===== src/include/kbd_cfg.svh =====
// keyboard front end constants: PS/2 frame length and hold timer sizing
`ifndef KBD_CFG_SVH
`define KBD_CFG_SVH

// ----------------------------------------
// PS/2 frame
// ----------------------------------------

// start + 8 data + parity + stop
`define KBD_FRAME_BITS 11

// ----------------------------------------
// hold timer
// ----------------------------------------

// free running counter while the keyboard is held off
`define KBD_HOLD_TIMER_BITS 20

// hold ends when this bit sets, 2^19 clk cycles
// roughly 74 ms at a 7.09 MHz bus clock
`define KBD_HOLD_TIMEOUT_BIT 19

`endif

===== src/hw/kbd_pkg.sv =====
// Amiga side types: raw key code, modifier flags, decoded key, controller states
package kbd_pkg;

	// ----------------------------------------
	// key codes
	// ----------------------------------------

	// amiga raw key, up bit on top as on the real keyboard
	typedef struct packed
	{
		logic       up;   // 1 = key released
		logic [6:0] code; // amiga raw code
	} amiga_key_t;

	// keys with special handling further down
	typedef struct packed
	{
		logic ctrl;      // reset combination
		logic left_alt;  // reset combination
		logic right_alt; // reset combination
		logic caps;      // latching caps lock
	} key_flags_t;

	// decoder output, valid is a single cycle pulse
	typedef struct packed
	{
		logic       valid;
		amiga_key_t key;
		key_flags_t flags;
	} decoded_key_t;

	// ----------------------------------------
	// controller
	// ----------------------------------------

	typedef enum logic
	{
		KBD_WAIT = 1'b0, // keyboard free to send
		KBD_HOLD = 1'b1  // clock pulled low until host ack
	} kbd_state_e;

endpackage


===== src/hw/kbd_ctrl.sv =====
// keyboard controller: holds the PS/2 clock low after each key until ack or timeout
`timescale 1ns/1ps
`include "kbd_cfg.svh"

module kbd_ctrl
(
	input  logic clk,
	input  logic reset,
	input  logic key_strobe, // key passed to host
	input  logic key_ack,    // host took it
	output logic clk_inhibit
);

	kbd_pkg::kbd_state_e state;
	kbd_pkg::kbd_state_e state_next;
	logic [`KBD_HOLD_TIMER_BITS-1:0] hold_timer;
	logic timeout;

	// ----------------------------------------
	// hold timer
	// ----------------------------------------

	// stops counting once the timeout bit is set
	assign timeout = hold_timer[`KBD_HOLD_TIMEOUT_BIT];

	always_ff @(posedge clk)
	begin
		if (reset || state == kbd_pkg::KBD_WAIT)
			hold_timer <= '0; // starts at zero on hold entry
		else if (!timeout)
			hold_timer <= hold_timer + 1'b1;
	end

	// ----------------------------------------
	// state machine
	// ----------------------------------------
	always_ff @(posedge clk)
	begin
		if (reset)
			state <= kbd_pkg::KBD_WAIT;
		else
			state <= state_next;
	end

	always_comb
	begin
		state_next = state;
		case (state)
			kbd_pkg::KBD_WAIT:
				if (key_strobe)
					state_next = kbd_pkg::KBD_HOLD; // stop keyboard sending
			kbd_pkg::KBD_HOLD:
				if (key_ack || timeout)
					state_next = kbd_pkg::KBD_WAIT; // host done or gave up
		endcase
	end

	// clock held low for the whole hold, this is the back-pressure
	assign clk_inhibit = state == kbd_pkg::KBD_HOLD;

endmodule


===== config.mk =====
export PLATFORM = sky130hd
export DESIGN_NAME = kbd_ctrl
export DESIGN_NICKNAME = d
export VERILOG_FILES = /design/src/hw/kbd_pkg.sv /design/src/hw/kbd_ctrl.sv
export VERILOG_INCLUDE_DIRS = /design/src /design/src/include
export SDC_FILE = /design/constraint.sdc
export NUM_CORES = 1
export LEC_CHECK = 0
export BUFFER_PORTS_ARGS = -buffer_cell sky130_fd_sc_hd__buf_2
export CORE_MARGIN = 3
export CORE_UTILIZATION = 25
export DETAILED_ROUTE_END_ITERATION = 8
export GPL_ROUTABILITY_DRIVEN = 0
export PLACE_DENSITY = 0.39
export SLEW_MARGIN = 15
export SYNTH_ARGS = -nofsm -noshare
export SYNTH_HDL_FRONTEND = slang
export SYNTH_SLANG_ARGS = --single-unit

===== constraint.sdc =====
create_clock -name clk -period 2.4 [get_ports clk]
set_input_delay 0.6 -clock clk [delete_from_list [all_inputs] [get_ports clk]]
set_output_delay 0.6 -clock clk [all_outputs]
set_load 0.01 [all_outputs]

* Word level (Yosys, flattened, before mapping)
Cells that the tools add are included.
** Cells by class
- Add/subtract/negate cells :: 1
- Muxes and demuxes :: 4
- Bitwise operators :: 1
- Reduce and logical (&&, ||, !) cells :: 2
** Operator list (number)
- adder 20 x 1 -> 20 bit (second input constant) :: 1
- 2-to-1 mux 20 bit :: 1
- logical OR 1 bit :: 2
- 2-to-1 mux 1 bit :: 2
- one-hot mux 1 bit (2 select lines) :: 1
- NOT 1 bit :: 1
** Storage, ports and cells
- Register bits :: 21
- Bits of input ports :: 4
- Output and inout bits :: 1
- Logic and storage cells :: 11

* Depth between registers and ports, before layout
- Depth in word-level cells :: 3
- Depth in mapped cells :: 5
- Gate-level depth less buffers :: 5

* Worst setup path after synthesis
OpenSTA, ideal clock, no wires.
- Kind :: register to register
- Start point :: register hold_timer[0]
- End point :: register hold_timer[18]
- Data arrival time :: 1378 ps
- Slack :: 951 ps
- Stages on the path, launching flop included :: 6
- Buffers on the path :: 0
- Period minus slack after synthesis :: 1449 ps
- Path through :: dfxtp_1 > ha_1 > and3b_4 > nand4_4 > or3_1 > a21oi_1
** On the way
- Cells in the longest elaborated chain, start to end :: 1
** Ends and longest elaborated chain
- start, declared :: line kbd_ctrl.sv:16 : logic [`KBD_HOLD_TIMER_BITS-1:0] hold_timer;
- start signal, assigned :: line kbd_ctrl.sv:31 : hold_timer <= hold_timer + 1'b1;
- adder 20 x 1 -> 20 bit :: line kbd_ctrl.sv:31
No other way between the ends.
A chain may end at the register's enable or synchronous reset.

* Worst setup path in the final report
Same ends and word-level chain as after synthesis.

==> reports/results.txt <==
Row generation in the floorplan step produced 22 rows. Averaged over all synthesized cells, the footprint is 9.24 µm². Entering global routing, the biggest net connects 21 pins. The maximum vdd drop was 0.000157 V; the transition time at the pin with the least slew margin was 324 ps. The via count of the first global-routing pass is 752. The area of all sequential standard cells is 420 µm², and the sum of buffers and inverters on the critical path is 0. For the design internal power, the log shows 0.000475 W.

Detailed routing inserted a total of 753 vias. The summed negative setup slack over all endpoints came out at 0 ps. Clock period minus final worst setup slack: 1600 ps. The final hold slack came out at 500 ps. For the share of total power in combinational logic, the log shows 2.6%. The final critical-path share of the clock period came out at 66.6%.

The area added between synthesis and finish is 11.5%, and the remaining global-route overflow is 0. The number of buffers created by CTS was 3; the number of enable-type register cells in the synthesized netlist was 0. For this run, the register share of the synthesized area comes to 42.5%.

For this run, the number of Yosys warnings is 0. The run gives 0 as the number of maximum-capacitance violations. The kind of critical path is register to register.

The share of synthesized flip-flops with an asynchronous set or reset was 0%. CTS H-tree depth: 1. The number of antenna diodes in the final layout is 0. The final layout contains 119 nets.

The tools report the number of sinks on the clock net as 21. The fraction of the mapped netlist area in simple logic gates is 34.4%. Among all flip-flop cells after synthesis, the most frequent one is sky130_fd_sc_hd__dfxtp_1. The routed wire length came out at 1.85 mm. sky130_fd_sc_hd__dfxtp_1 is the most common cell in the netlist. Total of hold buffers inserted after clock tree synthesis: 0. Setup violations remaining at the end of the flow were counted as 0. Once detail routing completed, the nets flagged for antenna violations numbered 0.

STA classifies the critical path startpoint as a register. The share of the synthesized area in the top cell type is 42.5%, and the maximum cell stage delay along the critical path is 440 ps. In this run the power density over the cells is 540 nW/µm². The die covers 4740 µm². The run gives 0 as the initial antenna violation count. The synthesized area came out at 988 µm². The part of the power in registers was 59.3%; the average vias per placed instance was 4.68. After Yosys synthesis, XOR and XNOR cells account for 8.86% of the synthesized area.

The worst path required time is 2590 ps. The sum of internal, switching and leakage power is 0.000596 W, and the mux contribution to synthesized area is 2.03%. In the post-synthesis netlist, the biggest area contributors are sky130_fd_sc_hd__dfxtp_1 43%, sky130_fd_sc_hd__xor2_1 5.3%, sky130_fd_sc_hd__or3_1 5.1%, sky130_fd_sc_hd__nor2_1 4.9%, sky130_fd_sc_hd__nand4b_4 4.8%.

For this run, design rule violations remaining after detail routing come to 0. The final-layout fill cell count was 425. STA classifies the critical path endpoint as a register. The maximum buffer depth of the clock tree came out at 2.

By area, the combinational part of the netlist is dominated by simple AND/OR/NAND/NOR gates. The initial utilization of the core area, before any placement, comes to 26.4%. The synthesized netlist devotes 8.23% of its cell area to compound gates. The path class of the tightest hold or removal check is register to register. In the final layout, the multi-input gates occupy 542 µm². The fmax came out at 0.625 GHz.

The synthesized netlist devotes 1.27% of its cell area to adder and majority cells. The analysis attributes to cell leakage a power of 0.402 nW. The kind of cell adding the most delay to the critical path was simple AND/OR/NAND/NOR gates.

From bottom edge to top edge, the die measures 68.9 µm. In this run the clock root is driven by a sky130_fd_sc_hd__clkbuf_8. TritonCTS built the clock tree.

The DRC violation total after the first TritonRoute iteration came out at 23. Yosys mapped the design onto 29 distinct sky130hd cell types. The flow ran to the end, and the final reports show no timing, DRC or antenna violations.

Summed over all nets, the switching power comes to 0.000121 W. The per-cell routed wire length is 11.5 µm, and the synthesized netlist net count is 112. In this run the horizontal extent of the chip is 68.9 µm.

Measured against its own limit, the worst slew margin works out to 78.2%. The highest fanout seen on the critical path came out at 6. Sorting the synthesized cells by how often they occur yields 21 x sky130_fd_sc_hd__dfxtp_1, 13 x sky130_fd_sc_hd__nor2_1, 8 x sky130_fd_sc_hd__a21oi_1, 8 x sky130_fd_sc_hd__nand2_1, 8 x sky130_fd_sc_hd__or3_1. The run gives 1.35 mm as the placed wire-length estimate after detailed placement. At the worst endpoint, the arrival time is 1790 ps. The highest-delay cell along the critical path is sky130_fd_sc_hd__dfxtp_1. The synthesized instance count is 107, and the number of hold violations in the final report is 0. Net switching is 20.3% of the power. Setup repair after global routing left no endpoint under its margin.

The logs give 0 for the number of buffers inserted by post-CTS setup repair and 3740 µm² for the area of the placeable core. The synthesized design contains 21 register bits. The pre-antenna-repair detailed-routing pass consisted of 4 iterations.

In this run the count of I/O pins placed on the die edge is 5. The post-CTS clock slew at the launch and capture registers of the worst setup and hold paths came out at 70 ps. For the number of slew-limit violations in the final report, the log shows 0. In the final layout, the share of cells above drive strength 1 is 14.2%. Summed over all instances, the cell type with the most area after synthesis is sky130_fd_sc_hd__dfxtp_1. Port buffering added 4 buffers. The first global-routing pass estimated 3.28 mm of wire. In this run, post-CTS repair resized a total of 0 instances.

The clock network fraction of design power is 38.1%. For the final database, setup skew stands at 3.02 ps. At the later pin of the worst-skew pair, clock insertion delay measures 260 ps. Traced cell by cell, the critical path runs through ha_1 -> and3b_4 -> nand4_4 -> or3_1 -> a21oi_1.

Combined global-route utilization of all metal layers: 9.53%.
[metal layers]
metal | track usage (%) | up-vias | part of all wire (%)
met5 | 0 | - | 0
met4 | 5.84 | 0 | 2.7
met3 | 2.43 | 5 | 2.7
met2 | 14.9 | 8 | 46
met1 | 11.7 | 346 | 48
li1 | - | 394 | -
[power by group through the flow]
stage	Sequential (W)	Clock [W]	Combinational, W
detailed placement	0.000361	0	0.0000155
global placement	0.000361	0	0.0000153
global route	0.000353	0.000254	0.0000172
floorplan	0.000362	0	0.00000826
CTS	0.000353	0.000242	0.0000156
finish	0.000353	0.000227	0.0000153
[layout make-up]
cell class | count | area share, %
multi-input combinational | 81 | 49.1
inverter | 2 | 0.681
timing repair buffer | 5 | 2.50
tap | 48 | 5.45
clock buffer | 4 | 4.09
sequential | 21 | 38.1
[worst paths after layout]
check / startpoint / slack (ps) / endpoint / cells past startpoint
worst max register to register: hold_timer[0]$_SDFFE_PP0N_ / 800 / hold_timer[18]$_SDFFE_PP0N_ / 5
worst max-delay path: hold_timer[0]$_SDFFE_PP0N_ / 800 / hold_timer[18]$_SDFFE_PP0N_ / 5
worst min-delay path: hold_timer[18]$_SDFFE_PP0N_ / 500 / hold_timer[18]$_SDFFE_PP0N_ / 2
worst min register to register: hold_timer[18]$_SDFFE_PP0N_ / 500 / hold_timer[18]$_SDFFE_PP0N_ / 2
[worst register-to-register path: stages, from the launching register on]
cell	delay, ps
sky130_fd_sc_hd__dfxtp_1	440
sky130_fd_sc_hd__ha_1	240
sky130_fd_sc_hd__and3b_4	260
sky130_fd_sc_hd__nand4_4	100
sky130_fd_sc_hd__or3_1	360
sky130_fd_sc_hd__a21oi_1	140
[cells by family (layout without fill, tap and decap cells)]
logic type	count (synthesis)	in the layout
buf+inv	5	11
mux	2	2
simple gates	52	52
flops	21	21
compound gates	16	16
fa+ha+maj	1	1
xor+xnor	10	10
[stage by stage]
stage	instance area (µm²)	utilization, %	setup WS [ps]	std cells
after floorplan	988	-	951	107
after global placement	1060	28.2	874	157
after detailed placement	1060	28.2	821	157
after CTS	1100	29.4	798	161
after global routing	1100	29.4	675	161
final	1100	29.4	801	161
[placed cells by master (no fill, tap or decap)]
cell                        n
sky130_fd_sc_hd__a21oi_1    8
sky130_fd_sc_hd__and2_2     1
sky130_fd_sc_hd__and2b_2    1
sky130_fd_sc_hd__and3_1     1
sky130_fd_sc_hd__and3b_4    1
sky130_fd_sc_hd__and4_2     1
sky130_fd_sc_hd__and4_4     1
sky130_fd_sc_hd__buf_2      4
sky130_fd_sc_hd__buf_4      1
sky130_fd_sc_hd__clkbuf_1   1
sky130_fd_sc_hd__clkbuf_8   3
sky130_fd_sc_hd__dfxtp_1   21
sky130_fd_sc_hd__ha_1       1
sky130_fd_sc_hd__inv_1      2
sky130_fd_sc_hd__mux2i_1    2
sky130_fd_sc_hd__nand2_1    8
sky130_fd_sc_hd__nand2b_1   2
sky130_fd_sc_hd__nand3_1    3
sky130_fd_sc_hd__nand4_1    4
sky130_fd_sc_hd__nand4_4    1
sky130_fd_sc_hd__nand4b_1   1
sky130_fd_sc_hd__nand4b_4   2
sky130_fd_sc_hd__nor2_1    13
sky130_fd_sc_hd__nor3_1     1
sky130_fd_sc_hd__nor4_1     2
sky130_fd_sc_hd__o21ai_0    7
sky130_fd_sc_hd__o22ai_1    1
sky130_fd_sc_hd__or3_1      8
sky130_fd_sc_hd__or4_1      1
sky130_fd_sc_hd__xnor2_1    4
sky130_fd_sc_hd__xor2_1     6
[flip-flops by register name, summed over array words and instances, names as in the netlist]
| name | count |
|---|---|
| hold_timer | 20 |
| clk_inhibit | 1 |
Note: power is estimated with default switching activity, not from simulation.
