--- config.mk ---
export PLATFORM = sky130hd
export DESIGN_NAME = key_filter
export DESIGN_NICKNAME = d
export VERILOG_FILES = /design/src/hw/kbd_pkg.sv /design/src/hw/key_filter.sv
export SDC_FILE = /design/constraint.sdc
export NUM_CORES = 1
export LEC_CHECK = 0
export CAP_MARGIN = 20
export CORE_MARGIN = 2
export CORE_UTILIZATION = 45
export CTS_CLUSTER_SIZE = 30
export DETAILED_ROUTE_END_ITERATION = 12
export DONT_BUFFER_PORTS = 1
export SYNTH_ARGS = -nofsm -noshare
export SYNTH_HDL_FRONTEND = slang
export SYNTH_SLANG_ARGS = --single-unit
--- constraint.sdc ---
create_clock -name clk -period 2.38 [get_ports clk]
set_clock_uncertainty 0.2 [all_clocks]
set_input_delay 0.476 -clock clk [delete_from_list [all_inputs] [get_ports clk]]
set_output_delay 0.476 -clock clk [all_outputs]
set_load 0.01 [all_outputs]
--- src/hw/kbd_pkg.sv ---
// Amiga side types: raw key code, modifier flags, decoded key, controller states
package kbd_pkg;

	// ----------------------------------------
	// key codes
	// ----------------------------------------

	// amiga raw key, up bit on top as on the real keyboard
	typedef struct packed
	{
		logic       up;   // 1 = key released
		logic [6:0] code; // amiga raw code
	} amiga_key_t;

	// keys with special handling further down
	typedef struct packed
	{
		logic ctrl;      // reset combination
		logic left_alt;  // reset combination
		logic right_alt; // reset combination
		logic caps;      // latching caps lock
	} key_flags_t;

	// decoder output, valid is a single cycle pulse
	typedef struct packed
	{
		logic       valid;
		amiga_key_t key;
		key_flags_t flags;
	} decoded_key_t;

	// ----------------------------------------
	// controller
	// ----------------------------------------

	typedef enum logic
	{
		KBD_WAIT = 1'b0, // keyboard free to send
		KBD_HOLD = 1'b1  // clock pulled low until host ack
	} kbd_state_e;

endpackage

--- src/hw/key_filter.sv ---
// key filter: typematic repeat removal, latching caps lock, key strobe, reset combination
`timescale 1ns/1ps

module key_filter
(
	input  logic                  clk,
	input  logic                  reset,
	input  kbd_pkg::decoded_key_t decoded,
	output logic                  key_strobe,
	output logic                  kbd_rst
);

	kbd_pkg::amiga_key_t last_key; // last downstroke seen
	logic key_equal;
	logic duplicate;
	logic caps_on; // emulated caps lock state
	logic ctrl_up;
	logic lalt_up;
	logic ralt_up;

	// ----------------------------------------
	// typematic filter
	// ----------------------------------------

	// keyboard repeats the last make code, amiga does not
	assign key_equal = decoded.key.code == last_key.code;
	assign duplicate = key_equal && (decoded.key.up == last_key.up);

	always_ff @(posedge clk)
	begin
		if (reset)
			last_key <= '{up: 1'b1, code: 7'h00}; // nothing held
		else if (decoded.valid && !decoded.key.up)
			last_key <= decoded.key;
		else if (decoded.valid && decoded.key.up && key_equal)
			last_key <= decoded.key; // matching break clears to up form
	end

	// ----------------------------------------
	// caps lock emulation
	// ----------------------------------------

	// toggles on each fresh press, amiga keeps caps in the keyboard
	always_ff @(posedge clk)
	begin
		if (reset)
			caps_on <= 1'b0;
		else if (decoded.valid && !decoded.key.up && decoded.flags.caps && !duplicate)
			caps_on <= ~caps_on;
	end

	// caps events swallowed while latched on
	assign key_strobe = decoded.valid && !duplicate && !(caps_on && decoded.flags.caps);

	// ----------------------------------------
	// ctrl + left alt + right alt
	// ----------------------------------------
	always_ff @(posedge clk)
	begin
		if (reset)
		begin
			ctrl_up <= 1'b1;
			lalt_up <= 1'b1;
			ralt_up <= 1'b1;
		end
		else if (decoded.valid)
		begin
			if (decoded.flags.ctrl)
				ctrl_up <= decoded.key.up;
			if (decoded.flags.left_alt)
				lalt_up <= decoded.key.up;
			if (decoded.flags.right_alt)
				ralt_up <= decoded.key.up;
		end
	end

	assign kbd_rst = ~(ctrl_up | lalt_up | ralt_up); // all three down

endmodule

### After elaboration in Yosys (flattened, before gate mapping)

Index checks and enable logic that the tools add are counted.

| storage, ports and cells | value |
|---|---|
| register bits | 12 |
| output and inout bits | 2 |
| input port bits | 15 |
| logic and storage cells | 30 |

| operators by class | value |
|---|---|
| bitwise gates (word level) | 4 |
| equality and inequality tests | 2 |
| muxes and demuxes | 2 |
| reductions and logical operators | 16 |

Operator list:

| operator | count |
|---|---|
| 8-bit two-way mux | 2 |
| 1-bit logical AND | 9 |
| 7-bit equality test | 1 |
| 2-bit AND reduction | 3 |
| 1-bit zero test | 3 |
| 1-bit inverter | 2 |
| 1-bit OR | 2 |
| 2-bit nonzero test | 1 |
| 1-bit equality test | 1 |

### Depth between registers and ports, before layout

| depth | value |
|---|---|
| word-level depth | 5 |
| gate-level depth with buffers | 4 |
| depth with buffers taken out | 4 |

### Worst setup path after synthesis

OpenSTA, ideal clock, no wires.

| path | value |
|---|---|
| path kind | input-to-reg |
| start point | input port decoded[12] (netlist name) |
| end point | register last_key[0] (netlist name) |
| data required time | 2108 ps |
| stages | 4 |
| library setup time | 72 ps |
| buffers on the path | 1 |
| path slack | 457 ps |
| arrival | 1651 ps |
| cells stage by stage | clkbuf_1 > or4b_4 > o21ai_4 > mux2i_1 |

| between the ends | value |
|---|---|
| cells in the longest elaborated chain, start to end | 3 |
| elaborated cells on any way between the ends | 5 |
| classes of those cells | mux (1); reduce/logical (4) |

RTL lines:

| item | line | RTL |
|---|---|---|
| start: declaration | key_filter.sv:8 | `input kbd_pkg::decoded_key_t decoded,` |
| 1-bit logical AND (2 in a row) | key_filter.sv:35 | `else if (decoded.valid && decoded.key.up && key_equal)` |
| 2-bit nonzero test (no source line) | n/a |  |
| end signal: assignment | key_filter.sv:32 | `last_key <= '{up: 1'b1, code: 7'h00};` |
| end signal: assignment | key_filter.sv:34 | `last_key <= decoded.key;` |
| end signal: assignment | key_filter.sv:36 | `last_key <= decoded.key;` |
| end: declaration | key_filter.sv:13 | `kbd_pkg::amiga_key_t last_key;` |

Several ways; a longest one is shown, not always the timed one.
A chain may end at the register's enable or synchronous reset.

### Worst setup path after layout

| path | value |
|---|---|
| start point | register last_key[4] (netlist name) |
| end point | output port key_strobe |

| between the ends | value |
|---|---|
| cells in the longest elaborated chain, start to end | 5 |

RTL lines:

| item | line | RTL |
|---|---|---|
| 7-bit equality test | key_filter.sv:26 | `assign key_equal = decoded.key.code == last_key.code;` |
| 1-bit logical AND | key_filter.sv:27 | `assign duplicate = key_equal && (decoded.key.up == last_key.up);` |
| 1-bit zero test | key_filter.sv:53 | `assign key_strobe = decoded.valid && !duplicate && !(caps_on && decoded.flags.caps);` |
| 1-bit logical AND (2 in a row) | key_filter.sv:53 |  |
| end: declaration | key_filter.sv:9 | `output logic key_strobe,` |

No other way between the ends.

==> impl_metrics.py <==
metrics = {
    "status": {
        "status": "completed",
    },
    "worst_setup_path": {
        "timing.critical_path.slowest_cell_delay_ns": 0.40,
        "reg2reg_depth": 4,
        "crit_fanout": 2,
        "timing.critical_path.required_ns": 1.70,
        "criticalPathCategory": "flip-flop to output port",
        "startpoint_type": "flip-flop",
        "worstPathBufferInverterCount": 0,
        "end_kind": "output port",
        "cp_cell_sequence": "xor2_1, nor4_1, a21oi_1",
        "cpMaxStageDelayCell": "sky130_fd_sc_hd__nor4_1",
        "worst_path_dominant_cell_family": "simple AND/OR/NAND/NOR gates",
        "r2r_slack_ns": 0.50,
        "r2r-start": "last_key[6]",
        "arrival_time_worst_endpoint_ns": 1.35,
        "r2r-end": "last_key[2]",
    },
    "power": {
        "swShare": 0.235,
        "netSwitchingPower_mw": 0.0919,
        "share_seq_of_total_power": 0.560,
        "total_power_mw": 0.392,
        "leakagePower_nw": 0.264,
        "share_comb_of_total_power": 0.131,
        "power_per_cell_area_nw_per_um2": 569,
        "clockPowerShare": 0.309,
        "p_int_mw": 0.300,
        "ir_worst_vdd_uv": 229,
    },
    "floorplan": {
        "design.die.area_um2": 1780,
        "chipHeight_um": 42.2,
        "start_util": 0.493,
        "die_width_um": 42.2,
        "std_cell_rows": 13,
        "core_region_area_um2": 1330,
        "ports_placed_on_the_boundary": 17,
    },
    "clock_tree": {
        "post-cts-setup-buffers": 0,
        "cts-root-to-sink-buffers": 2,
        "htreeDepth": 1,
        "numCtsBuffers": 3,
        "clock_insertion_delay_worst_skew_ns": 0.27,
        "postCtsHoldBufs": 0,
        "cts_sinks": 12,
        "clock_tree_from_tritoncts": "yes",
        "cts.clk_slew.worst_paths_ns": 0.07,
        "ctsRootBufferMaster": "sky130_fd_sc_hd__clkbuf_4",
        "cts.repair.resized": 0,
    },
    "logic_synthesis": {
        "seq_area_frac_synth": 0.365,
        "synth_warnings": 0,
        "synthCells": 67,
        "synth_fp_nets": 82,
        "yosysUniqueCellTypes": 22,
        "synth-seq-cells": 12,
        "synth_area_um2": 658,
        "postSynthAreaPerCell_um2": 9.82,
    },
    "finish": {
        "final_layout_size_suffix_gt1_frac": 0.119,
        "post_layout_nonfiller_instances": 82,
        "postLayoutCoreUtil": 0.516,
        "seqCellArea_um2": 240,
        "multi_input_comb_area_um2": 403,
        "area.growth.synth_to_final_pct": 4.56,
        "n_antenna_cell": 0,
        "nFillCells": 137,
        "final_nets": 84,
    },
    "sta": {
        "tns_ns": 0,
        "max_slew_violation_total_from_the_final_report": 0,
        "timing_worst_slew_pin_value_ns": 0.388,
        "fmaxAchievable_ghz": 0.494,
        "final_report_hold_violation_count": 0,
        "slew-limit-headroom": 0.739,
        "final.period_utilization": 0.850,
        "rsz0062_at_grt": "no",
        "final-setup-viol-count": 0,
        "post-route-worst-setup-slack_ns": 0.357,
        "final.min_clock_period_ns": 2.02,
    },
    "job": {
        "max_cap_violations": 0,
    },
    "routing": {
        "via_per_inst": 5.46,
        "total_number_of_vias": 448,
        "wire_per_inst_um": 13.3,
        "drtPass1Iterations": 3,
        "drt_wl_total_mm": 1.09,
        "ant_nets": 0,
        "detail_route.iter0.violations": 6,
        "remaining_drc_errors": 0,
    },
    "global_routing": {
        "largest_net_degree_at_the_start_of_global_routing": 22,
        "antenna_found_initial": 0,
        "globalRoute.totalOverflow": 0,
        "grt.total_usage": 0.159,
        "grt_first_pass_wirelength_mm": 2.09,
        "via_count_of_the_first_global_routing_pass": 521,
    },
    "min_path": {
        "hold_path_depth": 1,
        "hold_path_end": "lalt_up",
        "hold_startpoint": "reset",
        "hold_path.class": "input port to flip-flop",
    },
    "place": {
        "place.port_buffers": 0,
        "place_congestion": 0.693,
        "place_inst": 79,
        "dp_worst_setup_slack_ns": 0.360,
    },
}
-- per-stage QoR --
step	hold slack (ns)	cell area [um2]
global route	0.0951	688
CTS	0.111	688
finish	0.118	688
global placement	0.270	666
detailed placement	0.275	666
floorplan	0.260	658
-- cell usage in the layout, fill, tap and decap left out --
| cell type | Yosys | final |
|---|---|---|
| sky130_fd_sc_hd__inv_1 | 1 | 1 |
| sky130_fd_sc_hd__mux2i_1 | 7 | 7 |
| sky130_fd_sc_hd__nor4_1 | 2 | 2 |
| sky130_fd_sc_hd__clkbuf_4 | 0 | 3 |
| sky130_fd_sc_hd__or2b_1 | 1 | 1 |
| sky130_fd_sc_hd__o21ai_4 | 1 | 1 |
| sky130_fd_sc_hd__xor2_1 | 8 | 8 |
| sky130_fd_sc_hd__a311o_1 | 3 | 3 |
| sky130_fd_sc_hd__dfxtp_1 | 12 | 12 |
| sky130_fd_sc_hd__o22a_1 | 1 | 1 |
| sky130_fd_sc_hd__or4b_4 | 1 | 1 |
| sky130_fd_sc_hd__nor2_1 | 1 | 1 |
| sky130_fd_sc_hd__a21boi_0 | 3 | 3 |
| sky130_fd_sc_hd__or2_2 | 1 | 1 |
| sky130_fd_sc_hd__or4_4 | 1 | 1 |
| sky130_fd_sc_hd__nor3_1 | 1 | 1 |
| sky130_fd_sc_hd__mux2_2 | 1 | 1 |
| sky130_fd_sc_hd__nor2b_1 | 1 | 1 |
| sky130_fd_sc_hd__a21oi_1 | 1 | 1 |
| sky130_fd_sc_hd__nand2_1 | 2 | 2 |
| sky130_fd_sc_hd__a211oi_1 | 1 | 1 |
| sky130_fd_sc_hd__nand2b_1 | 14 | 14 |
-- cell families after synthesis --
family,synth area share
AOI/OAI and AO/OA,0.137
xor gates and xnor gates,0.106
buffers and inverters,0.0228
DFF,0.365
muxes,0.124
and+or+nand+nor,0.245
-- flip-flops by register name, summed over array words and instances, names as in the netlist --
name / cells
last_key: 8
caps_on: 1
ctrl_up: 1
lalt_up: 1
ralt_up: 1
-- synthesized netlist by cell type --
| cell type | n | area [um2] |
|---|---|---|
| sky130_fd_sc_hd__mux2i_1 | 7 | 70.1 |
| sky130_fd_sc_hd__a21oi_1 | 1 | 5.00 |
| sky130_fd_sc_hd__a311o_1 | 3 | 30.0 |
| sky130_fd_sc_hd__or4b_4 | 1 | 13.8 |
| sky130_fd_sc_hd__nor2_1 | 1 | 3.75 |
| sky130_fd_sc_hd__nor3_1 | 1 | 5.00 |
| sky130_fd_sc_hd__nor2b_1 | 1 | 6.26 |
| sky130_fd_sc_hd__xor2_1 | 8 | 70.1 |
| sky130_fd_sc_hd__a211oi_1 | 1 | 7.51 |
| sky130_fd_sc_hd__dfxtp_1 | 12 | 240 |
| sky130_fd_sc_hd__clkbuf_1 | 3 | 11.3 |
| sky130_fd_sc_hd__mux2_2 | 1 | 11.3 |
| sky130_fd_sc_hd__o22a_1 | 1 | 8.76 |
| sky130_fd_sc_hd__inv_1 | 1 | 3.75 |
| sky130_fd_sc_hd__a21boi_0 | 3 | 22.5 |
| sky130_fd_sc_hd__or2b_1 | 1 | 7.51 |
| sky130_fd_sc_hd__o21ai_4 | 1 | 16.3 |
| sky130_fd_sc_hd__nor4_1 | 2 | 12.5 |
| sky130_fd_sc_hd__nand2_1 | 2 | 7.51 |
| sky130_fd_sc_hd__or2_2 | 1 | 6.26 |
| sky130_fd_sc_hd__or4_4 | 1 | 11.3 |
| sky130_fd_sc_hd__nand2b_1 | 14 | 87.6 |
-- power groups by stage --
stage / registers (mW) / logic (mW) / clock network, mW
floorplan: 0.223 / 0.0497 / 0
global placement: 0.224 / 0.0514 / 0
detailed placement: 0.224 / 0.0516 / 0
CTS: 0.219 / 0.0522 / 0.129
global route: 0.221 / 0.0578 / 0.142
finish: 0.219 / 0.0512 / 0.121
-- per-layer routing --
metal / vias to the layer above / share of wire / GRT usage
met1: 199 / 0.46 / 0.172
met4: 0 / 0.019 / 0.0938
met2: 10 / 0.46 / 0.265
met3: 4 / 0.055 / 0.0560
li1: 235 / - / -
met5: - / 0 / 0
-- area by class of cell --
cell class	count	share of cell area
clock buffer	3	0.0327
inverter	1	0.00545
tap	15	0.0273
sequential	12	0.349
multi-input combinational	51	0.585
-- how the worst max path moves through the flow --
stage                 from     endpoint  cells past startpoint
2_1_floorplan  decoded[12]  last_key[0]                      4
3_3_place_gp   decoded[10]  last_key[2]                      4
3_5_place_dp   decoded[10]  last_key[4]                      4
4_1_cts        last_key[4]   key_strobe                      3
5_1_grt        last_key[4]   key_strobe                      3
6_report       last_key[4]   key_strobe                      3
Power figures use the tool's default switching activity.
