===== config.mk =====
export PLATFORM = sky130hd
export DESIGN_NAME = scan_decoder
export DESIGN_NICKNAME = d
export VERILOG_FILES = /design/src/hw/kbd_pkg.sv /design/src/hw/ps2_pkg.sv /design/src/hw/scan_decoder.sv
export VERILOG_INCLUDE_DIRS = /design/src /design/src/include
export SDC_FILE = /design/constraint.sdc
export NUM_CORES = 1
export LEC_CHECK = 0
export BUFFER_PORTS_ARGS = -buffer_cell sky130_fd_sc_hd__buf_2
export CAP_MARGIN = 15
export CORE_UTILIZATION = 50
export CTS_CLUSTER_DIAMETER = 200
export DETAILED_ROUTE_END_ITERATION = 10
export PLACE_DENSITY = 0.84
export SYNTH_ARGS = -nofsm -noshare
export SYNTH_HDL_FRONTEND = slang
export SYNTH_SLANG_ARGS = --single-unit

===== constraint.sdc =====
create_clock -name clk -period 6.5 [get_ports clk]
set_input_delay 0.325 -clock clk [delete_from_list [all_inputs] [get_ports clk]]
set_output_delay 0.325 -clock clk [all_outputs]
set_load 0.005 [all_outputs]

===== src/include/kbd_cfg.svh =====
// keyboard front end constants: PS/2 frame length and hold timer sizing
`ifndef KBD_CFG_SVH
`define KBD_CFG_SVH

// ----------------------------------------
// PS/2 frame
// ----------------------------------------

// start + 8 data + parity + stop
`define KBD_FRAME_BITS 11

// ----------------------------------------
// hold timer
// ----------------------------------------

// free running counter while the keyboard is held off
`define KBD_HOLD_TIMER_BITS 20

// hold ends when this bit sets, 2^19 clk cycles
// roughly 74 ms at a 7.09 MHz bus clock
`define KBD_HOLD_TIMEOUT_BIT 19

`endif

===== src/hw/kbd_pkg.sv =====
// Amiga side types: raw key code, modifier flags, decoded key, controller states
package kbd_pkg;

	// ----------------------------------------
	// key codes
	// ----------------------------------------

	// amiga raw key, up bit on top as on the real keyboard
	typedef struct packed
	{
		logic       up;   // 1 = key released
		logic [6:0] code; // amiga raw code
	} amiga_key_t;

	// keys with special handling further down
	typedef struct packed
	{
		logic ctrl;      // reset combination
		logic left_alt;  // reset combination
		logic right_alt; // reset combination
		logic caps;      // latching caps lock
	} key_flags_t;

	// decoder output, valid is a single cycle pulse
	typedef struct packed
	{
		logic       valid;
		amiga_key_t key;
		key_flags_t flags;
	} decoded_key_t;

	// ----------------------------------------
	// controller
	// ----------------------------------------

	typedef enum logic
	{
		KBD_WAIT = 1'b0, // keyboard free to send
		KBD_HOLD = 1'b1  // clock pulled low until host ack
	} kbd_state_e;

endpackage


===== src/hw/ps2_pkg.sv =====
// PS/2 side types: protocol codes and raw frame/byte containers
`include "kbd_cfg.svh"

package ps2_pkg;

	// ----------------------------------------
	// raw data
	// ----------------------------------------

	// one scan code byte as sent by the keyboard
	typedef logic [7:0] ps2_byte_t;

	// whole frame as shifted in, lsb first
	// bit 0 start, 8:1 data, 9 parity, 10 stop
	typedef logic [`KBD_FRAME_BITS-1:0] ps2_frame_t;

	// ----------------------------------------
	// protocol codes
	// ----------------------------------------

	// bytes that carry no key themselves
	typedef enum logic [7:0]
	{
		PS2_EXTENDED = 8'hE0, // next code from extended set
		PS2_RELEASE  = 8'hF0, // next code is a break
		PS2_ACK      = 8'hFA  // keyboard ack, ignored
	} ps2_code_e;

endpackage


===== src/hw/scan_decoder.sv =====
// scan code decoder: E0/F0 prefix tracking and registered PS/2 to Amiga key table
`timescale 1ns/1ps

module scan_decoder
(
	input  logic                  clk,
	input  logic                  reset,
	input  logic                  rx_ready,
	input  ps2_pkg::ps2_byte_t    rx_byte,
	output kbd_pkg::decoded_key_t decoded
);

	// one table entry
	typedef struct packed
	{
		logic                hit;   // real amiga key
		kbd_pkg::key_flags_t flags;
		logic [6:0]          code;
	} rom_entry_t;

	// flag patterns, order ctrl / left alt / right alt / caps
	localparam kbd_pkg::key_flags_t FL_NONE = 4'b0000;
	localparam kbd_pkg::key_flags_t FL_CTRL = 4'b1000;
	localparam kbd_pkg::key_flags_t FL_LALT = 4'b0100;
	localparam kbd_pkg::key_flags_t FL_RALT = 4'b0010;
	localparam kbd_pkg::key_flags_t FL_CAPS = 4'b0001;

	logic extended; // E0 seen
	logic upstroke; // F0 seen
	rom_entry_t rom;

	// ----------------------------------------
	// key table, {extended, scan code}
	// ----------------------------------------
	always_comb
	begin
		case ({extended, rx_byte})
			9'h01c: rom = {1'b1, FL_NONE, 7'h20}; // a
			9'h032: rom = {1'b1, FL_NONE, 7'h35}; // b
			9'h021: rom = {1'b1, FL_NONE, 7'h33}; // c
			9'h023: rom = {1'b1, FL_NONE, 7'h22}; // d
			9'h024: rom = {1'b1, FL_NONE, 7'h12}; // e
			9'h02b: rom = {1'b1, FL_NONE, 7'h23}; // f
			9'h034: rom = {1'b1, FL_NONE, 7'h24}; // g
			9'h033: rom = {1'b1, FL_NONE, 7'h25}; // h
			9'h043: rom = {1'b1, FL_NONE, 7'h17}; // i
			9'h03b: rom = {1'b1, FL_NONE, 7'h26}; // j
			9'h042: rom = {1'b1, FL_NONE, 7'h27}; // k
			9'h04b: rom = {1'b1, FL_NONE, 7'h28}; // l
			9'h03a: rom = {1'b1, FL_NONE, 7'h37}; // m
			9'h031: rom = {1'b1, FL_NONE, 7'h36}; // n
			9'h044: rom = {1'b1, FL_NONE, 7'h18}; // o
			9'h04d: rom = {1'b1, FL_NONE, 7'h19}; // p
			9'h015: rom = {1'b1, FL_NONE, 7'h10}; // q
			9'h02d: rom = {1'b1, FL_NONE, 7'h13}; // r
			9'h01b: rom = {1'b1, FL_NONE, 7'h21}; // s
			9'h02c: rom = {1'b1, FL_NONE, 7'h14}; // t
			9'h03c: rom = {1'b1, FL_NONE, 7'h16}; // u
			9'h02a: rom = {1'b1, FL_NONE, 7'h34}; // v
			9'h01d: rom = {1'b1, FL_NONE, 7'h11}; // w
			9'h022: rom = {1'b1, FL_NONE, 7'h32}; // x
			9'h035: rom = {1'b1, FL_NONE, 7'h15}; // y
			9'h01a: rom = {1'b1, FL_NONE, 7'h31}; // z
			9'h045: rom = {1'b1, FL_NONE, 7'h0a}; // 0
			9'h016: rom = {1'b1, FL_NONE, 7'h01}; // 1
			9'h01e: rom = {1'b1, FL_NONE, 7'h02}; // 2
			9'h026: rom = {1'b1, FL_NONE, 7'h03}; // 3
			9'h025: rom = {1'b1, FL_NONE, 7'h04}; // 4
			9'h02e: rom = {1'b1, FL_NONE, 7'h05}; // 5
			9'h036: rom = {1'b1, FL_NONE, 7'h06}; // 6
			9'h03d: rom = {1'b1, FL_NONE, 7'h07}; // 7
			9'h03e: rom = {1'b1, FL_NONE, 7'h08}; // 8
			9'h046: rom = {1'b1, FL_NONE, 7'h09}; // 9
			9'h029: rom = {1'b1, FL_NONE, 7'h40}; // space
			9'h05a: rom = {1'b1, FL_NONE, 7'h44}; // enter
			9'h076: rom = {1'b1, FL_NONE, 7'h45}; // escape
			9'h066: rom = {1'b1, FL_NONE, 7'h41}; // backspace
			9'h012: rom = {1'b1, FL_NONE, 7'h60}; // left shift
			9'h059: rom = {1'b1, FL_NONE, 7'h61}; // right shift
			9'h014: rom = {1'b1, FL_CTRL, 7'h63}; // ctrl
			9'h011: rom = {1'b1, FL_LALT, 7'h64}; // left alt
			9'h111: rom = {1'b1, FL_RALT, 7'h65}; // right alt
			9'h058: rom = {1'b1, FL_CAPS, 7'h62}; // caps lock
			9'h175: rom = {1'b1, FL_NONE, 7'h4c}; // arrow up
			9'h172: rom = {1'b1, FL_NONE, 7'h4d}; // arrow down
			9'h174: rom = {1'b1, FL_NONE, 7'h4e}; // arrow right
			9'h16b: rom = {1'b1, FL_NONE, 7'h4f}; // arrow left
			default: rom = {1'b0, FL_NONE, 7'h00}; // prefixes, ack, unmapped
		endcase
	end

	// ----------------------------------------
	// output register and prefix flags
	// ----------------------------------------
	always_ff @(posedge clk)
	begin
		if (reset)
		begin
			extended <= 1'b0;
			upstroke <= 1'b0;
			decoded.valid <= 1'b0;
		end
		else
		begin
			decoded.valid <= rx_ready & rom.hit; // pulse for real keys only
			if (rx_ready && rom.hit)
			begin
				decoded.key.up <= upstroke; // prefix seen before this code
				decoded.key.code <= rom.code;
				decoded.flags <= rom.flags;
			end
			if (rx_ready)
			begin
				case (rx_byte)
					ps2_pkg::PS2_EXTENDED: extended <= 1'b1;
					ps2_pkg::PS2_RELEASE: upstroke <= 1'b1;
					ps2_pkg::PS2_ACK: ; // flags kept
					default:
					begin
						// any other code ends the sequence
						extended <= 1'b0;
						upstroke <= 1'b0;
					end
				endcase
			end
		end
	end

endmodule


==> Yosys cells after proc, flatten, opt, wreduce, memory -nomap -nowiden <==
Index checks and enable logic that the tools add are counted.
{ "totals": {"ff_bits": 15, "input_bits": 11, "out_inout_bits": 13, "word_cells": 75} }
{ "op_classes": {"eq_ne": 53, "n_mux": 3, "bitwise_logic": 4, "reduce_logical": 6} }
{ "op_table": {"columns": ["op", "n"], "rows": [
  ["case mux 12 bit (50 select lines)", 1],
  ["== test 9 x 6 -> 1 bit, second input constant", 23],
  ["== test 9 x 7 -> 1 bit, second input constant", 12],
  ["== test 9 x 5 -> 1 bit, second input constant", 10],
  ["== test 9 bit, second input constant", 5],
  ["== test 8 bit, second input constant", 3],
  ["AND reduction 2 bit", 3],
  ["case mux 1 bit (2 select lines)", 2],
  ["OR reduction 2 bit", 2],
  ["NOT 1 bit", 3],
  ["AND 1 bit", 1],
  ["logical AND 1 bit", 1]
]} }

==> Depth between registers and ports, before layout <==
Gate-level depths: netlist of run 1.
{ "logic_depth": {"word_depth": 4, "ltp_mapped": 8, "ltp_nobuf": 6} }

==> Worst setup path after synthesis of run 1 <==
OpenSTA, ideal clock, no wires.
{ "synth_timing": {"path_type": "input-to-reg", "startpoint": "input rx_byte[7]", "endpoint": "register decoded[0] (netlist name) (enable)", "setup_ns": 0.389, "arrival_time_ns": 2.398, "t_required_ns": 6.111, "setup_slack_ns": 3.713, "cell_stages": 6, "n_path_buf": 0, "cell_sequence": "or3b_4 > or3_1 > or3_1 > o211ai_2 > a311oi_1 > a41oi_1"} }
{ "synth_between": {"elab_chain_cells": 4, "elab_cells_between_ends": 53, "classes_between": "50 x eq/ne; 1 x mux; 2 x reduce/logical"} }
{ "synth_rtl": {"columns": ["item", "line_no", "source"], "rows": [
  ["start: declaration", "scan_decoder.sv:9", "input ps2_pkg::ps2_byte_t rx_byte,"],
  ["== test 9 bit (tied with other cells)", "scan_decoder.sv:37", "case ({extended, rx_byte})"],
  ["case mux 12 bit (50 select lines) *", "scan_decoder.sv:37", null],
  ["logical AND 1 bit *", "scan_decoder.sv:106", "if (rx_ready && rom.hit)"],
  ["AND reduction 2 bit (no line) *", null, null],
  ["end: declaration", "scan_decoder.sv:10", "output kbd_pkg::decoded_key_t decoded"]
]} }
Mark *: on every way between the ends. The rest lies on a longest branch, timed or not.
A chain may end at the register's enable or synchronous reset.

==> Worst setup path in the final report of run 1 <==
{ "layout_timing": {"startpoint": "register extended", "endpoint": "register decoded[7] (netlist name) (enable)"} }
{ "layout_between": {"elab_chain_cells": 4, "elab_cells_between_ends": 53, "classes_between": "50 x eq/ne; 1 x mux; 2 x reduce/logical"} }
{ "layout_rtl": {"columns": ["item", "line_no", "source"], "rows": [
  ["start: declaration", "scan_decoder.sv:28", "logic extended;"],
  ["start signal: assignment", "scan_decoder.sv:99", "extended <= 1'b0;"],
  ["start signal: assignment", "scan_decoder.sv:115", "ps2_pkg::PS2_EXTENDED: extended <= 1'b1;"],
  ["start signal: assignment", "scan_decoder.sv:121", "extended <= 1'b0;"],
  ["== test 9 bit (tied with other cells)", "scan_decoder.sv:37", null],
  ["case mux 12 bit (50 select lines) *", "scan_decoder.sv:37", null],
  ["logical AND 1 bit *", "scan_decoder.sv:106", null],
  ["AND reduction 2 bit (no line) *", null, null]
]} }
Marked as above.

==> qor.yml, run 1 <==
yosys:
  synth_edf_count: 12
  ys_seq_area_share_pct: 29.0
  synth_top_cell_by_area: "edfxtp_1"
  ys_seq_elements: 15
  syn_area_um2: 1450
  synth_top_area_share_pct: 24.8
  synthFlopType: "edfxtp_1"
  avgSynthCellArea_um2: 7.59
  yosysMostFrequentCell: "nor2_1"
  synth_common_cells: "nor2_1 (22), nand2_1 (18), edfxtp_1 (12)"
  synth_fp_nets: 202
  syn_inst: 191
  ys_async_sr_fraction_pct: 0
  synth_area_leaders: "edfxtp_1 (25%), nor2_1 (5.7%), nand2_1 (4.7%), dfxtp_1 (4.1%), a21oi_1 (3.5%)"
  synth_cell_types: 50
  yosys_warnings: 0
clock_tree:
  cts_max_level: 1
  post_cts_resized: 0
  holdBufCountCts: 0
  clk_path_buf_depth: 2
  numCtsBuffers: 3
  post_cts_buffers: 0
  cts_sinks: 15
  cts-root-buf: "clkbuf_4"
  clkTransAtPathRegs_ns: 0.08
  clkLatencyLatePin_ns: 0.27
  tritoncts: "done"
routing:
  viasPerCell: 6.67
  drt-total-wl_um: 3740
  wl_per_cell_um: 16.1
  drt_iter0_markers: 132
  vias: 1548
  dr.pass1.iters: 7
  postRouteAntennaNets: 0
  drcViolationCount: 0
worst_setup_path:
  cp.required_ns: 6.39
  arrival_ns: 3.03
  crit_path_top_delay_cell: "a41oi_1"
  worstPathMaxFanout: 12
  endpoint_kind: "flop"
  startpoint_type: "flop"
  path_cells: "or4b_1 -> nor2_2 -> nand2_1 -> o211ai_1 -> and4b_1 -> a41oi_1"
  slowest_delay_ns: 0.90
  worstSetupPathType: "flop to flop"
floorplan:
  boundaryPins: 24
  core_area_um2: 2760
  die_area_um2: 3120
  die_h_um: 55.9
  rows: 19
  start_util_pct: 52.6
  die_x_um: 55.9
global_routing:
  grt_max_degree: 28
  antenna_found_initial: 0
  grt_pass1_vias: 1308
  globalRouteOverflowTotal: 0
  grt_usage_pct: 25.0
  grt_pass1_wl_um: 6190
final_layout:
  nets: 213
  nFillCells: 248
  register_area_um2: 420
  multi_input_area_um2: 942
  final_layout_size_suffix_gt1_share_pct: 15.9
  syn_to_final_growth_pct: 7.42
  n_antenna_cell: 0
timing:
  tightest_slew_ns: 1.12
  hold_violations: 0
  relSlewSlack_pct: 24.3
  fmax_ghz: 0.318
  fin_ws_ns: 3.36
  rsz0062_at_grt: "no"
  period_needed_ns: 3.14
  fin_tns_setup_ns: 0
  clock_skew_ns: 0.00248
  timing.final.crit_share_pct: 48.3
  maxSlewViolCount: 0
  setup_viol: 0
power_and_ir_drop:
  vdd.ir_drop.worst_mv: 0.140
  power_density_nw_per_um2: 131
  p_leak_nw: 0.575
place:
  numPortBuffers: 23
  dpl.hpwl_um: 2700
  gp_congestion: 0.981
  pre_cts_ws_ns: 3.15
flow_run:
  drv_cap: 0
min_path:
  hp-class: "primary input to flop"
outcome:
  status: "completed"
==> routing by layer <==
metal | GRT usage, % | up-vias | wire length, µm
met3 | 4.88 | 10 | 469
met4 | 11.8 | 0 | 75
met1 | 35.1 | 673 | 1510
li1 | - | 742 | -
met5 | 0 | - | 0
met2 | 36.8 | 123 | 1690
==> final timing paths <==
kind             from     endpoint  slack (ns)  depth (start not counted)
max          extended   decoded[7]        3.36                          6
min             reset     extended        0.32                          3
max reg2reg  extended   decoded[7]        3.36                          6
min reg2reg  upstroke  decoded[11]        0.46                          0
==> flip-flops by register name (all words and copies together), names as in the netlist <==
register	count
decoded	13
extended	1
upstroke	1
==> placed cells by master (no fill, tap or decap), types with 3 or more instances in the layout <==
cell type  instances
a211oi_1           5
a21oi_1           10
a31oi_1            6
and2_1             3
and3_1             4
buf_2             23
clkbuf_4           3
dfxtp_1            3
edfxtp_1          12
inv_1              4
nand2_1           18
nand2b_1           8
nand3_1            9
nand4_1            4
nor2_1            22
nor2b_1            5
nor3_1             6
o211ai_1           5
o21ai_0            7
or3_1              3
or4_1              3
xor2_1             4
==> power by group <==
group | leakage (nW) | switching (mW) | internal, mW
Clock | 0.0150 | 0.0242 | 0.0237
Combinational | 0.409 | 0.0337 | 0.0160
Sequential | 0.150 | 0.00104 | 0.105
Total | 0.575 | 0.0590 | 0.145
==> metrics by stage <==
step	hold WS [ns]	power (mW)	utilization, %	cells	instance area (µm²)
2_1_floorplan	0.409	0.145	-	191	1450
3_3_place_gp	0.439	0.156	55.5	228	1530
3_5_place_dp	0.437	0.157	55.5	228	1530
4_1_cts	0.317	0.204	56.5	232	1560
5_1_grt	0.328	0.218	56.5	232	1560
6_report	0.321	0.204	56.5	232	1560
==> layout make-up <==
cell class                 count  share of cell area, %
multi-input combinational    155                   60.5
sequential                    15                   27.0
timing repair buffer          23                   7.39
tap                           31                   2.49
clock buffer                   4                   1.69
inverter                       4                  0.964
==> worst max-delay path, delay by kind of cell (launching register included) <==
kind / cells / cell delay, ns
flops: 1 / 0.44
compound gates: 2 / 1.03
simple gates: 4 / 1.29
==> kinds of logic after synthesis <==
logic type             synth area share [%]
flip-flops                             29.0
XOR/XNOR                               2.42
buffers and inverters                  6.04
AO/OA/AOI/OAI                          24.0
multiplexers                           1.38
AND/OR/NAND/NOR                        37.2
Note: power is estimated with default switching activity, not from simulation.
==> run 2: changes to the inputs <==
==> constraint.sdc (replaced) <==
create_clock -name clk -period 3.1 [get_ports clk]
set_input_delay 0.155 -clock clk [delete_from_list [all_inputs] [get_ports clk]]
set_output_delay 0.155 -clock clk [all_outputs]
set_load 0.005 [all_outputs]
==> qor.yml, run 2 (synthesized netlist as in run 1, its figures left out) <==
outcome:
  status: "completed"
worst_setup_path:
  worstPathMaxFanout: 12  # unchanged
  path_cells: "or4b_1 -> nor2_2 -> nand2_1 -> o211ai_1 -> and4b_1 -> a41oi_1 -> buf_4"
  regToRegStartpoint: "extended"
  timing.reg2reg.setup_slack_ns: 0.51  # -2.85 ns
  arrival_ns: 2.57  # -0.46 ns
  slowest_delay_ns: 0.63  # -0.27 ns
  endpoint_kind: "flop"
  worst_r2r_path_depth: 7  # +1
  cp.required_ns: 3.08  # -3.31 ns
  r2r-end: "decoded[11]"
  worstSetupPathType: "flop to flop"
  crit_path_top_delay_cell: "or4b_1"
  startpoint_type: "flop"
place:
  numPortBuffers: 23  # unchanged
  gp_congestion: 0.985  # +0.41%
  dp_cells: 230  # +0.88%
  place_area_um2: 1550  # +0.98%
  dpl.hpwl_um: 2650  # -2.0%
min_path:
  min_from: "reset"
  min_delay_path_depth: 3  # unchanged
  hp-class: "primary input to flop"
  min_to: "extended"
routing:
  dr.pass1.iters: 5  # -2
  drt_iter0_markers: 79  # -40%
  drcViolationCount: 0  # unchanged
  drt-total-wl_um: 3730  # -0.19%
  postRouteAntennaNets: 0  # unchanged
  wl_per_cell_um: 15.9  # -1.0%
  viasPerCell: 6.69  # +0.23%
  vias: 1565  # +1.1%
power_and_ir_drop:
  vdd.ir_drop.worst_mv: 0.263  # +88%
  total_power_mw: 0.431  # +110%
  power_density_nw_per_um2: 274  # +110%
  p_leak_nw: 0.585  # +1.8%
final_layout:
  layout_commonest_cell: "buf_2"
  n_antenna_cell: 0  # unchanged
  final_cell_mix: "buf_2 (23), nor2_1 (22), nand2_1 (18), edfxtp_1 (12), a21oi_1 (10)"
  largest_reg_flops: 13  # unchanged
  nets: 215  # +0.94%
  utilization_pct: 57.0  # +0.54 points
  largest-register: "decoded"
  fin_cells: 234  # +0.86%
  syn_to_final_growth_pct: 8.46
  top_regs: "decoded: 13 flops, extended: 1 flops, upstroke: 1 flops"
  final_layout_size_suffix_gt1_share_pct: 16.7  # +0.83 points
  fin_area_um2: 1570  # +0.96%
clock_tree:
  post_cts_resized: 0  # unchanged
  clkTransAtPathRegs_ns: 0.07  # about the same
  numCtsBuffers: 3  # unchanged
  clk_path_buf_depth: 2  # unchanged
  post_cts_buffers: 0  # unchanged
  holdBufCountCts: 0  # unchanged
  cts_sinks: 15  # unchanged
  cts_max_level: 1  # unchanged
  clkLatencyLatePin_ns: 0.27  # about the same
  tritoncts: "done"
  cts-root-buf: "clkbuf_4"
timing:
  rsz0062_at_grt: "no"
  timing.final.crit_share_pct: 83.5  # +35 points
  tightest_slew_ns: 0.657  # -0.463 ns
  hold_violations: 0  # unchanged
  maxSlewViolCount: 0  # unchanged
  setup_viol: 0  # unchanged
  fmax_ghz: 0.386  # +21%
  period_needed_ns: 2.59  # -0.554 ns
  relSlewSlack_pct: 55.8  # +32 points
  clock_skew_ns: 0.00310  # +0.000623 ns
  fin_tns_setup_ns: 0  # unchanged
floorplan:
  boundaryPins: 24  # unchanged
  die_h_um: 55.9  # unchanged
  die_area_um2: 3120  # unchanged
  core_area_um2: 2760  # unchanged
  start_util_pct: 52.6  # unchanged
  die_x_um: 55.9  # unchanged
  rows: 19  # unchanged
global_routing:
  grt_usage_pct: 24.9  # about the same
  antenna_found_initial: 0  # unchanged
  grt_pass1_vias: 1366  # +4.4%
  globalRouteOverflowTotal: 0  # unchanged
  grt_max_degree: 28  # unchanged
  grt_pass1_wl_um: 6300  # +1.8%
flow_run:
  drv_cap: 0  # unchanged
-- run 2: area by class of cell --
cell class / count / area, µm²
fill: 250 / 1180
clock buffer: 4 / 26.3
multi-input combinational: 155 / 942
sequential: 15 / 420
tap: 31 / 38.8
inverter: 4 / 15.0
timing repair buffer: 25 / 130
-- run 2: worst max path at each step --
stage	start	end	slack, ns	depth (start not counted)
finish	extended	decoded[11]	0.51	7
global route	extended	decoded[3]	0.43	7
CTS	extended	decoded[11]	0.57	7
detailed placement	rx_byte[4]	decoded[2]	0.51	8
global placement	rx_byte[4]	decoded[1]	0.55	8
floorplan	rx_byte[7]	decoded[0]	0.48	6
-- run 2: critical path: cells and delay by family (launching register included) --
family          cells  cell delay [ns]
compound gates      2             0.34
buf+inv             1             0.22
flops               1             0.44
simple gates        4             1.28
-- run 2: routing by layer --
layer	up-vias	GRT usage, %	part of all wire [%]
met2	115	37.9	45
li1	746	-	-
met5	-	0	0
met3	17	2.33	11
met1	687	36.6	42
met4	0	9.76	2.0
-- run 2: report_power, final --
part,internal (mW),switching [mW],leakage [nW]
combinational,0.0350,0.0716,0.420
clock,0.0499,0.0527,0.0150
sequential,0.220,0.00228,0.150
total,0.305,0.127,0.585
-- run 2: stage by stage --
stage | hold slack, ns | setup slack, ns
floorplan | 0.305 | 0.483
global placement | 0.436 | 0.553
detailed placement | 0.436 | 0.513
CTS | 0.160 | 0.570
global route | 0.170 | 0.429
finish | 0.165 | 0.512
==> run 3: changes to the inputs <==
==> constraint.sdc (replaced) <==
create_clock -name clk -period 2.5 [get_ports clk]
set_input_delay 0.125 -clock clk [delete_from_list [all_inputs] [get_ports clk]]
set_output_delay 0.125 -clock clk [all_outputs]
set_load 0.005 [all_outputs]
==> qor.yml, run 3 (synthesized netlist as in run 1, its figures left out) <==
floorplan:
  start_util_pct: 52.6  # unchanged
  boundaryPins: 24  # unchanged
  die_area_um2: 3120  # unchanged
  core_area_um2: 2760  # unchanged
  rows: 19  # unchanged
  die_x_um: 55.9  # unchanged
  die_h_um: 55.9  # unchanged
routing:
  viasPerCell: 6.71  # +0.37%
  postRouteAntennaNets: 0  # unchanged
  vias: 1658  # +5.9%
  wl_per_cell_um: 16.2  # +2.0%
  drt-total-wl_um: 4010  # +7.6%
  drt_iter0_markers: 115  # +46%
  dr.pass1.iters: 4  # -1
  drcViolationCount: 0  # unchanged
outcome:
  status: "completed"
power_and_ir_drop:
  p_int_mw: 0.387  # +27%
  p_sw_mw: 0.171  # +35%
  power.share.combinational_pct: 26.6  # +1.9 points
  p_sw_share_pct: 30.6  # +1.3 points
  power_density_nw_per_um2: 332  # +21%
  seqPwrFrac_pct: 49.4  # -2.1 points
  vdd.ir_drop.worst_mv: 0.403  # +53%
  total_power_mw: 0.558  # +29%
  p_leak_nw: 0.653  # +12%
  p_clk_share_pct: 24.0  # +0.2 points
clock_tree:
  cts_sinks: 15  # unchanged
  cts_max_level: 1  # unchanged
  clkLatencyLatePin_ns: 0.28  # about the same
  tritoncts: "done"
  cts-root-buf: "clkbuf_4"
  clkTransAtPathRegs_ns: 0.09  # +0.02 ns
  numCtsBuffers: 3  # unchanged
  clk_path_buf_depth: 2  # unchanged
global_routing:
  use_met1_pct: 38.1  # +1.5 points
  grt_usage_pct: 25.8  # +0.87 points
  grt_max_degree: 20  # -29%
  antenna_found_initial: 0  # unchanged
  grt_pass1_wl_um: 6480  # +2.9%
  grtUsageMet3_pct: 2.33  # unchanged
  busiest_layer: "met2"
  grt_use_met2_pct: 39.4  # +1.5 points
  grt_pass1_vias: 1356  # -0.73%
  globalRouteOverflowTotal: 0  # unchanged
worst_setup_path:
  crit_path_top_delay_cell: "dfxtp_2"
  worstSetupPathType: "flop to flop"
  regToRegStartpoint: "extended"
  cp_top_family: "compound AO/OA/AOI/OAI gates"
  cp.required_ns: 2.55  # -0.53 ns
  endpoint_kind: "flop"
  path_cells: "nand2b_1 -> nor2_1 -> a22oi_1 -> o211ai_2 -> a311oi_1 -> a41oi_2 -> buf_4"
  arrival_ns: 2.36  # -0.21 ns
  timing.reg2reg.setup_slack_ns: 0.19  # -0.32 ns
  r2r-end: "decoded[7]"
  slowest_delay_ns: 0.47  # -0.16 ns
  worstPathMaxFanout: 12  # unchanged
  path_buf_inv: 1  # unchanged
  startpoint_type: "flop"
  worst_r2r_path_depth: 7  # unchanged
min_path:
  hp-class: "primary input to flop"
  min_delay_path_depth: 3  # unchanged
  min_to: "upstroke"
  min_from: "reset"
final_layout:
  largest_reg_flops: 13  # unchanged
  final_cell_mix: "buf_2 (23), nor2_1 (22), nand2_1 (18), buf_4 (15), edfxtp_1 (12)"
  utilization_pct: 60.9  # +3.9 points
  n_antenna_cell: 0  # unchanged
  top_regs: "decoded: 13 flops, extended: 1 flops, upstroke: 1 flops"
  final_layout_size_suffix_gt1_share_pct: 23.1  # +6.4 points
  largest-register: "decoded"
  nets: 228  # +6.0%
  fin_cells: 247  # +5.6%
  layout_commonest_cell: "buf_2"
  syn_to_final_growth_pct: 15.9
  register_area_um2: 422  # +0.30%
  multi_input_area_um2: 950  # +0.80%
  nFillCells: 249  # -0.40%
timing:
  clock_skew_ns: 0.0109  # +0.00775 ns
  relSlewSlack_pct: 63.1  # +7.2 points
  timing.final.crit_share_pct: 92.5  # +9.0 points
  period_needed_ns: 2.31  # -0.277 ns
  hold_violations: 0  # unchanged
  fmax_ghz: 0.433  # +12%
  setup_viol: 0  # unchanged
  fin_tns_setup_ns: 0  # unchanged
  rsz0062_at_grt: "no"
  fin_ws_ns: 0.189  # -0.323 ns
  maxSlewViolCount: 0  # unchanged
  tightest_slew_ns: 0.550  # -0.108 ns
place:
  numPortBuffers: 23  # unchanged
  gp_congestion: 0.971  # -1.4%
  dpl.hpwl_um: 3020  # +14%
  dp_cells: 243  # +5.7%
  pre_cts_ws_ns: 0.139  # -0.375 ns
flow_run:
  drv_cap: 0  # unchanged
-- run 3: cell types whose count changed in the layout (fill, tap and decap cells not counted) --
cell      before  now
a41oi_1        2    1
a41oi_2        0    1
buf_4          2   15
clkbuf_1       1    0
clkinv_2       0    1
dfxtp_1        3    2
dfxtp_2        0    1
-- run 3: worst max-delay path by stage --
stage / start / to / cells past startpoint / slack, ns
after floorplan: extended / decoded[0] / 6 / 0.19
after global placement: extended / decoded[1] / 7 / 0.22
after detailed placement: extended / decoded[8] / 7 / 0.14
after CTS: extended / decoded[8] / 7 / 0.11
after global routing: extended / decoded[7] / 7 / 0.11
final: extended / decoded[7] / 7 / 0.19
-- run 3: area by class of cell --
class | instances | area share, %
Clock buffer | 3 | 1.34
Sequential cell | 15 | 25.1
Inverter | 4 | 0.894
Tap cell | 31 | 2.31
Multi-Input combinational cell | 155 | 56.5
Timing Repair Buffer | 38 | 13.6
Clock inverter | 1 | 0.298
-- run 3: metrics by stage --
step	cell area [µm²]	hold slack, ns
6_report	1680	0.131
4_1_cts	1680	0.108
3_5_place_dp	1650	0.409
3_3_place_gp	1650	0.409
5_1_grt	1680	0.131
2_1_floorplan	1460	0.275
-- run 3: power by group through the flow --
stage	clock network, mW	registers (mW)	logic [mW]
2_1_floorplan	0	0.280	0.0981
3_3_place_gp	0	0.281	0.142
3_5_place_dp	0	0.281	0.144
4_1_cts	0.136	0.275	0.144
5_1_grt	0.150	0.276	0.160
6_report	0.134	0.276	0.148
-- run 3: repair_timing --
| item | in CTS | in global routing |
|---|---|---|
| hold endpoints to repair | 0 | 0 |
| hold buffers | 0 | 0 |
| resized for setup | 0 | 1 |
| setup endpoints to repair | 0 | 12 |
| buffers inserted | 0 | 0 |
-- run 3: routing by layer --
layer  up-vias  routed length, µm
li1        771                  -
met1       763               1670
met4         0                 91
met3        11                433
met5         -                  0
met2       113               1820
-- run 3: worst register-to-register path, cell delays in order, from the launching register on --
cell	delay, ns
dfxtp_2	0.47
nand2b_1	0.24
nor2_1	0.13
a22oi_1	0.23
o211ai_2	0.12
a311oi_1	0.47
a41oi_2	0.21
buf_4	0.21
